`config.mk`:
```
export PLATFORM = sky130hd
export DESIGN_NAME = axis_ram_writer
export DESIGN_NICKNAME = d
export VERILOG_FILES = /design/src/hw/capture_pkg.sv /design/src/hw/axis_ram_writer.sv
export SDC_FILE = /design/constraint.sdc
export NUM_CORES = 1
export LEC_CHECK = 0
export BUFFER_PORTS_ARGS = -buffer_cell sky130_fd_sc_hd__clkbuf_2
export CAP_MARGIN = 25
export CORE_ASPECT_RATIO = 1.25
export CORE_UTILIZATION = 30
export DETAILED_ROUTE_END_ITERATION = 8
export HOLD_SLACK_MARGIN = 0.12
export PLACE_DENSITY = 0.57
export SLEW_MARGIN = 30
export SYNTH_ARGS = -nofsm -noshare
export SYNTH_HDL_FRONTEND = slang
export SYNTH_SLANG_ARGS = --single-unit
```
`constraint.sdc`:
```
create_clock -name aclk -period 4.4 [get_ports aclk]
set_clock_uncertainty 0.15 [all_clocks]
set_input_delay 0 -clock aclk [delete_from_list [all_inputs] [get_ports aclk]]
set_output_delay 0 -clock aclk [all_outputs]
set_load 0.05 [all_outputs]
```
`src/hw/capture_pkg.sv`:
```
package capture_pkg;

  // Stream and memory sizes
  localparam int sample_width   = 32;
  localparam int data_width     = 64;                 // Two samples per beat
  localparam int ram_addr_width = 8;                  // 256 beat words
  localparam int id_width       = 4;

  // Burst and ring geometry
  localparam int burst_len       = 16;                // Beats per burst
  localparam int beat_cnt_width  = $clog2(burst_len);
  localparam int ring_words      = 64;                // Four bursts per ring
  localparam int ring_addr_width = $clog2(ring_words);

  // Peer writers sharing the memory
  localparam int num_writers      = 2;
  localparam int writer_sel_width = $clog2(num_writers);

  // Write address request
  typedef struct packed {
    logic [id_width-1:0]       id;
    logic [ram_addr_width-1:0] addr;                  // Beat address of the first beat
  } aw_req_t;

  // One write data beat
  typedef struct packed {
    logic [data_width-1:0] data;
    logic                  last;                      // Final beat of the burst
  } w_beat_t;

endpackage

```
`src/hw/axis_ram_writer.sv`:
```
`timescale 1ns/1ps

module axis_ram_writer #(
  parameter logic [capture_pkg::ram_addr_width-1:0] region_base = '0
) (
  input  logic                                 aclk,
  input  logic                                 aresetn,
  input  logic [capture_pkg::sample_width-1:0] tdata,
  input  logic                                 tvalid,
  output logic                                 tready,
  output capture_pkg::aw_req_t                 aw,
  output logic                                 aw_valid,
  input  logic                                 aw_ready,
  output capture_pkg::w_beat_t                 w,
  output logic                                 w_valid,
  input  logic                                 w_ready
);

  import capture_pkg::*;

  logic [sample_width-1:0]    low_q;                  // First sample of the open pair
  logic [data_width-1:0]      beat_q;                 // Beat offered on w
  logic                       half_q, half_d;         // Low half already captured
  logic                       w_valid_q, w_valid_d;
  logic                       aw_valid_q, aw_valid_d;
  logic [ring_addr_width-1:0] offset_q, offset_d;     // Next beat inside the ring
  logic [id_width-1:0]        id_q, id_d;
  logic                       take;
  logic                       pair_done;
  logic                       beat_done;
  logic                       last_beat;

  assign take      = tvalid & tready;
  assign pair_done = take & half_q;
  assign beat_done = w_valid_q & w_ready;
  assign last_beat = &offset_q[beat_cnt_width-1:0];  // Ring is burst aligned

  // Stall the stream only while a full beat is stuck on w
  assign tready = ~w_valid_q | w_ready;

  always_ff @(posedge aclk)
  begin
    if (!aresetn)
    begin
      half_q     <= 1'b0;
      w_valid_q  <= 1'b0;
      aw_valid_q <= 1'b0;
      offset_q   <= '0;
      id_q       <= '0;
    end
    else
    begin
      half_q     <= half_d;
      w_valid_q  <= w_valid_d;
      aw_valid_q <= aw_valid_d;
      offset_q   <= offset_d;
      id_q       <= id_d;
    end
  end

  always_ff @(posedge aclk)
  begin
    if (take && !half_q)
      low_q <= tdata;
    if (pair_done)
      beat_q <= {tdata, low_q};                       // Earlier sample in the low half
  end

  always_comb
  begin
    half_d     = half_q;
    w_valid_d  = w_valid_q;
    aw_valid_d = aw_valid_q;
    offset_d   = offset_q;
    id_d       = id_q;

    if (take)
      half_d = ~half_q;

    if (aw_valid_q && aw_ready)
      aw_valid_d = 1'b0;

    if (beat_done)
    begin
      w_valid_d = 1'b0;
      offset_d  = offset_q + 1'b1;                    // Wraps inside the ring
      if (last_beat)
        id_d = id_q + 1'b1;
    end

    if (pair_done)
    begin
      w_valid_d = 1'b1;
      if (offset_d[beat_cnt_width-1:0] == '0)
        aw_valid_d = 1'b1;                            // Request goes out with the first beat
    end
  end

  assign aw       = '{id: id_q, addr: region_base + ram_addr_width'(offset_q)};
  assign aw_valid = aw_valid_q;
  assign w        = '{data: beat_q, last: last_beat};
  assign w_valid  = w_valid_q;

endmodule

```
======== Word level (Yosys, flattened, before mapping) ========
Index checks and enable logic that the tools add are counted.
storage, ports and cells
  bits of input ports ..................... 37
  bits in registers ....................... 109
cells by class
  reductions and logical operators ........ 7
  muxes and demuxes ....................... 6
  bitwise operators ....................... 6
  $add $sub $neg .......................... 2
operator list
  cell                   number
  $add A6 B1 Y6 const B  1
  $mux W1                5
  $reduce_and A5 Y1      1
  $add A4 B1 Y4 const B  1
  $logic_not A4 Y1       1
  $mux W4                1
  $reduce_and A4 Y1      1
  $and A1 B1 Y1          3
  $logic_and A1 B1 Y1    2
  $not A1 Y1             2
  $reduce_bool A2 Y1     1
  $logic_not A1 Y1       1
  $or A1 B1 Y1           1

======== Depth between registers and ports, before layout ========
  depth after elaboration ................. 5
  gate-level depth with buffers ........... 6
  depth with buffers taken out ............ 6

======== Worst setup path after synthesis ========
Ideal clock, no wire load.
  path kind ............................... flip-flop to flip-flop
  start ................................... register w_valid_q (netlist: w_valid)
  end ..................................... register beat_q[0], enable pin
  setup slack ............................. -0.214 ns
  data arrival time ....................... 3.970 ns
  clock period less this slack ............ 4.614 ns
  setup time .............................. 0.494 ns
  stages on the path, launching flop included .. 3
  path through ............................ dfxtp_1 nand2b_1 nor2b_1
on the way
  cells in the longest elaborated chain, start to end .. 4
ends and longest elaborated chain
  element                   RTL line               text
  start: declaration        axis_ram_writer.sv:24  logic w_valid_q, w_valid_d;
  start signal: assignment  axis_ram_writer.sv:54  w_valid_q <= w_valid_d;
  $not A1 Y1                axis_ram_writer.sv:39  assign tready = ~w_valid_q | w_ready;
  $or A1 B1 Y1              axis_ram_writer.sv:39
  net tready                axis_ram_writer.sv:10  output logic tready,
  $and A1 B1 Y1             axis_ram_writer.sv:33  assign take = tvalid & tready;
  $and A1 B1 Y1             axis_ram_writer.sv:34  assign pair_done = take & half_q;
  net pair_done             axis_ram_writer.sv:29  logic pair_done;
  end signal: assignment    axis_ram_writer.sv:66  beat_q <= {tdata, low_q};
  end: declaration          axis_ram_writer.sv:22  logic [data_width-1:0] beat_q;
The timed path passes the listed nets, and every way through them passes these cells.
A chain may end at the register's enable or synchronous reset.

======== Worst setup path after layout ========
  start ................................... register offset_q[0]
  end ..................................... register aw_valid_q (netlist: aw_valid)
on the way
  cells in the longest elaborated chain, start to end .. 5
ends and longest elaborated chain
  element                   RTL line               text
  start: declaration        axis_ram_writer.sv:26  logic [ring_addr_width-1:0] offset_q, offset_d;
  start signal: assignment  axis_ram_writer.sv:56  offset_q <= offset_d;
  $add A6 B1 Y6             axis_ram_writer.sv:86  offset_d = offset_q + 1'b1;
  $mux W4 (*)               axis_ram_writer.sv:83  if (beat_done)
  $logic_not A4 Y1 (*)      axis_ram_writer.sv:94  if (offset_d[beat_cnt_width-1:0] == '0)
  $mux W1 (*)               axis_ram_writer.sv:94
  $mux W1 (*)               axis_ram_writer.sv:91  if (pair_done)
  end signal: assignment    axis_ram_writer.sv:55  aw_valid_q <= aw_valid_d;
  end: declaration          axis_ram_writer.sv:25  logic aw_valid_q, aw_valid_d;
Every way passes the cells marked *; elsewhere a longest branch is shown, timed or not.

==> results.py <==
metrics = {
    "outcome": {
        "status": "complete, no violations",
    },
    "logic_synthesis": {
        "synth_top_cell_area_share_pct": 81.99,
        "synthArstFlopShare_pct": 0,
        "synth_compound_area_share_pct": 1.139,
        "synth_cell_type_count": 27,
        "synth_top_family_by_area": "simple AND/OR/NAND/NOR gates",
        "yosysWarningCount": 0,
        "ys_ff_latch": 109,
        "syn_avg_cell_area_um2": 21.44,
        "syn_area_mm2": 0.003516,
        "synth_edf_count": 96,
        "netlist_top_cells_area": "edfxtp_1 (82%), dfxtp_1 (7.4%), and2_1 (1.6%), xor2_1 (1.2%), xnor2_1 (1.0%)",
        "synth_xor_xnor_area_share_pct": 2.242,
        "ys_seq_area_share_pct": 89.40,
        "synth.top_cells.by_count": "edfxtp_1 (96), dfxtp_1 (13), and2_1 (9)",
        "synth_top_flop_cell": "edfxtp_1",
        "netlist_instances": 164,
        "yosys.area.top_type": "edfxtp_1",
        "synthSimpleGateAreaFrac_pct": 5.552,
        "synthMuxAreaShare_pct": 0,
        "synthAdderAreaFrac_pct": 0.7117,
        "synth.most_common_cell": "edfxtp_1",
    },
    "pwr": {
        "switching_share_pct": 21.87,
        "pwr-share-clk_pct": 39.5,
        "max-vdd-ir-drop_mv": 0.1829,
        "comb_power_share_pct": 9.3,
        "p_leak_nw": 1.996,
        "power.density_mw_per_mm2": 467.6,
        "total_power_mw": 2.358,
        "internal_power_mw": 1.842,
        "pwr-share-seq_pct": 51.2,
        "p_switching_mw": 0.5156,
    },
    "die": {
        "die_width_um": 98.83,
        "ios": 117,
        "start_util_pct": 31.27,
        "core-area_mm2": 0.01124,
        "die_height_um": 123.0,
        "die_area_mm2": 0.01216,
        "rows": 43,
    },
    "worst_setup_path": {
        "cp-end-kind": "flip-flop",
        "crit_path_frequent_cell": "nand4b_1",
        "path_buf_inv": 1,
        "crit_type": "flip-flop to flip-flop",
        "reg2reg_setup_slack_ns": 2.32,
        "crit_arrival_ns": 2.21,
        "crit_fanout": 7,
        "cp_top_family": "buffers and inverters",
        "startpoint_type": "flip-flop",
        "cp.required_ns": 4.53,
        "slowest_delay_ns": 0.56,
        "cp_cell_sequence": "ha_1 > nand4b_1 > o31ai_1 > nand4b_1 > o21ai_1 > dlygate4sd3_1",
        "cp_slowest_cell": "dlygate4sd3_1",
    },
    "placed_design": {
        "dpl_worst_slack_ns": 2.422,
        "globalplace.congestion": 0.7389,
        "dp_hpwl_um": 3962,
        "io_buffer_count": 114,
    },
    "sta": {
        "post-route-period-util_pct": 47.21,
        "maxSlewHeadroom_pct": 44.80,
        "slew_violations": 0,
        "worstMarginPinSlew_ns": 0.8280,
        "period_minus_slack_ns": 2.077,
        "layout_setup_ws_ns": 2.323,
        "hold_viol_final": 0,
        "grt_setup_unrepaired": "false",
        "fmax_mhz": 481.5,
        "setup_viol": 0,
        "tns_ns": 0,
    },
    "global_route": {
        "grt_max_degree": 65,
        "antenna_found_initial": 0,
        "grt_pass1_wl_um": 9501,
        "grt_usage_pct": 10.64,
        "overflow": 0,
        "grt_pass1_vias": 2000,
    },
    "drt": {
        "dr.first_iter.drc_count": 47,
        "vias": 1972,
        "via_per_inst": 4.214,
        "wl_per_cell_um": 13.30,
        "drc": 0,
        "routed_wl_um": 6226,
        "ant_nets": 0,
        "firstDrtPassIters": 4,
    },
    "clock_network": {
        "clk_pin_slew_ns": 0.07,
        "post_cts_buffers": 0,
        "clock-sinks": 109,
        "cts_buffer_depth": 2,
        "cts-resized-gates": 0,
        "htree_levels": 3,
        "worst_skew_pair.late_latency_ns": 0.34,
        "clock-root-buffer": "clkbuf_16",
        "numCtsBuffers": 9,
        "cts_tree": "yes",
        "hold_buffers": 40,
    },
    "layout": {
        "fin_util_pct": 44.84,
        "antenna_cells": 0,
        "syn2layout_area_growth_pct": 43.42,
        "drive_gt1_share_pct": 41.74,
        "nNetsFinal": 367,
    },
    "min_path": {
        "hp-class": "input port to flip-flop",
    },
    "flow_run": {
        "cap_violations": 0,
    },
}
layout make-up:
| type | count | area (um^2) |
|---|---|---|
| repair buffers | 156 | 1006 |
| fillers | 1004 | 6202 |
| well taps | 135 | 168.9 |
| clock inverters | 5 | 106.4 |
| clock buffers | 11 | 252.7 |
| inverters | 1 | 3.754 |
| multi-input cells | 51 | 361.6 |
| flip-flops and latches | 109 | 3143 |
registers in the layout, indices dropped and copies added (netlist names):
name	flops
aw_valid	1
id_q	4
offset_q	6
low_q	32
half_q	1
w_valid	1
beat_q	64
cells in the final DEF (no fill, tap or decap), types with 2 or more instances in the layout:
| master | Yosys | layout |
|---|---|---|
| clkbuf_2 | 0 | 114 |
| edfxtp_1 | 96 | 96 |
| dlygate4sd3_1 | 0 | 40 |
| dfxtp_1 | 13 | 13 |
| and2_1 | 9 | 9 |
| clkbuf_16 | 0 | 9 |
| nand2_1 | 6 | 6 |
| xor2_1 | 5 | 5 |
| xnor2_1 | 4 | 4 |
| nand3_1 | 4 | 4 |
| bufinv_16 | 0 | 3 |
| a21boi_1 | 2 | 2 |
| nand4b_1 | 2 | 2 |
| nor3_2 | 2 | 2 |
| ha_1 | 2 | 2 |
| conb_1 | 1 | 2 |
| clkbuf_8 | 0 | 2 |
logic make-up after synthesis:
group / after synthesis
buffers and inverters: 5
xor gates and xnor gates: 9
and+or+nand+nor: 32
other: 1
adders and majority gates: 2
DFF: 109
AOI/OAI and AO/OA: 6
power groups by stage:
| stage | sequential (mW) | clock [mW] | combinational [mW] |
|---|---|---|---|
| finish | 1.21 | 0.930 | 0.220 |
| global route | 1.21 | 0.991 | 0.233 |
| CTS | 1.21 | 0.954 | 0.218 |
| detailed placement | 1.23 | 0 | 0.190 |
| global placement | 1.23 | 0 | 0.188 |
| floorplan | 1.33 | 0 | 0.0337 |
worst register-to-register path: stages (launching register included):
cell and delay, ns:
dfxtp_1 0.47, ha_1 0.29, nand4b_1 0.17, o31ai_1 0.09, nand4b_1 0.13, o21ai_1 0.15
dlygate4sd3_1 0.56
per-layer routing:
| metal | part of all wire [%] | track usage (%) |
|---|---|---|
| met3 | 6.9 | 3.561 |
| met1 | 41 | 11.61 |
| met5 | 0 | 0 |
| met4 | 2.2 | 7.463 |
| met2 | 50 | 17.57 |
through the flow:
step | hold slack (ns) | area [um^2] | instances
final | 0.2389 | 5042 | 468
after global routing | 0.2334 | 5042 | 468
after CTS | 0.2267 | 5015 | 467
after detailed placement | 0.04742 | 4255 | 411
after global placement | 0.04436 | 4255 | 411
after floorplan | -0.05113 | 3522 | 165
final timing paths:
path | from | cells after the start | endpoint
setup / recovery | offset_q[0] | 6 | aw_valid
hold / removal | tdata[9] | 2 | beat_q[41]
hold reg to reg | low_q[17] | 0 | beat_q[17]
setup reg to reg | offset_q[0] | 6 | aw_valid
No activity file was read; power rests on OpenSTA's default activity.
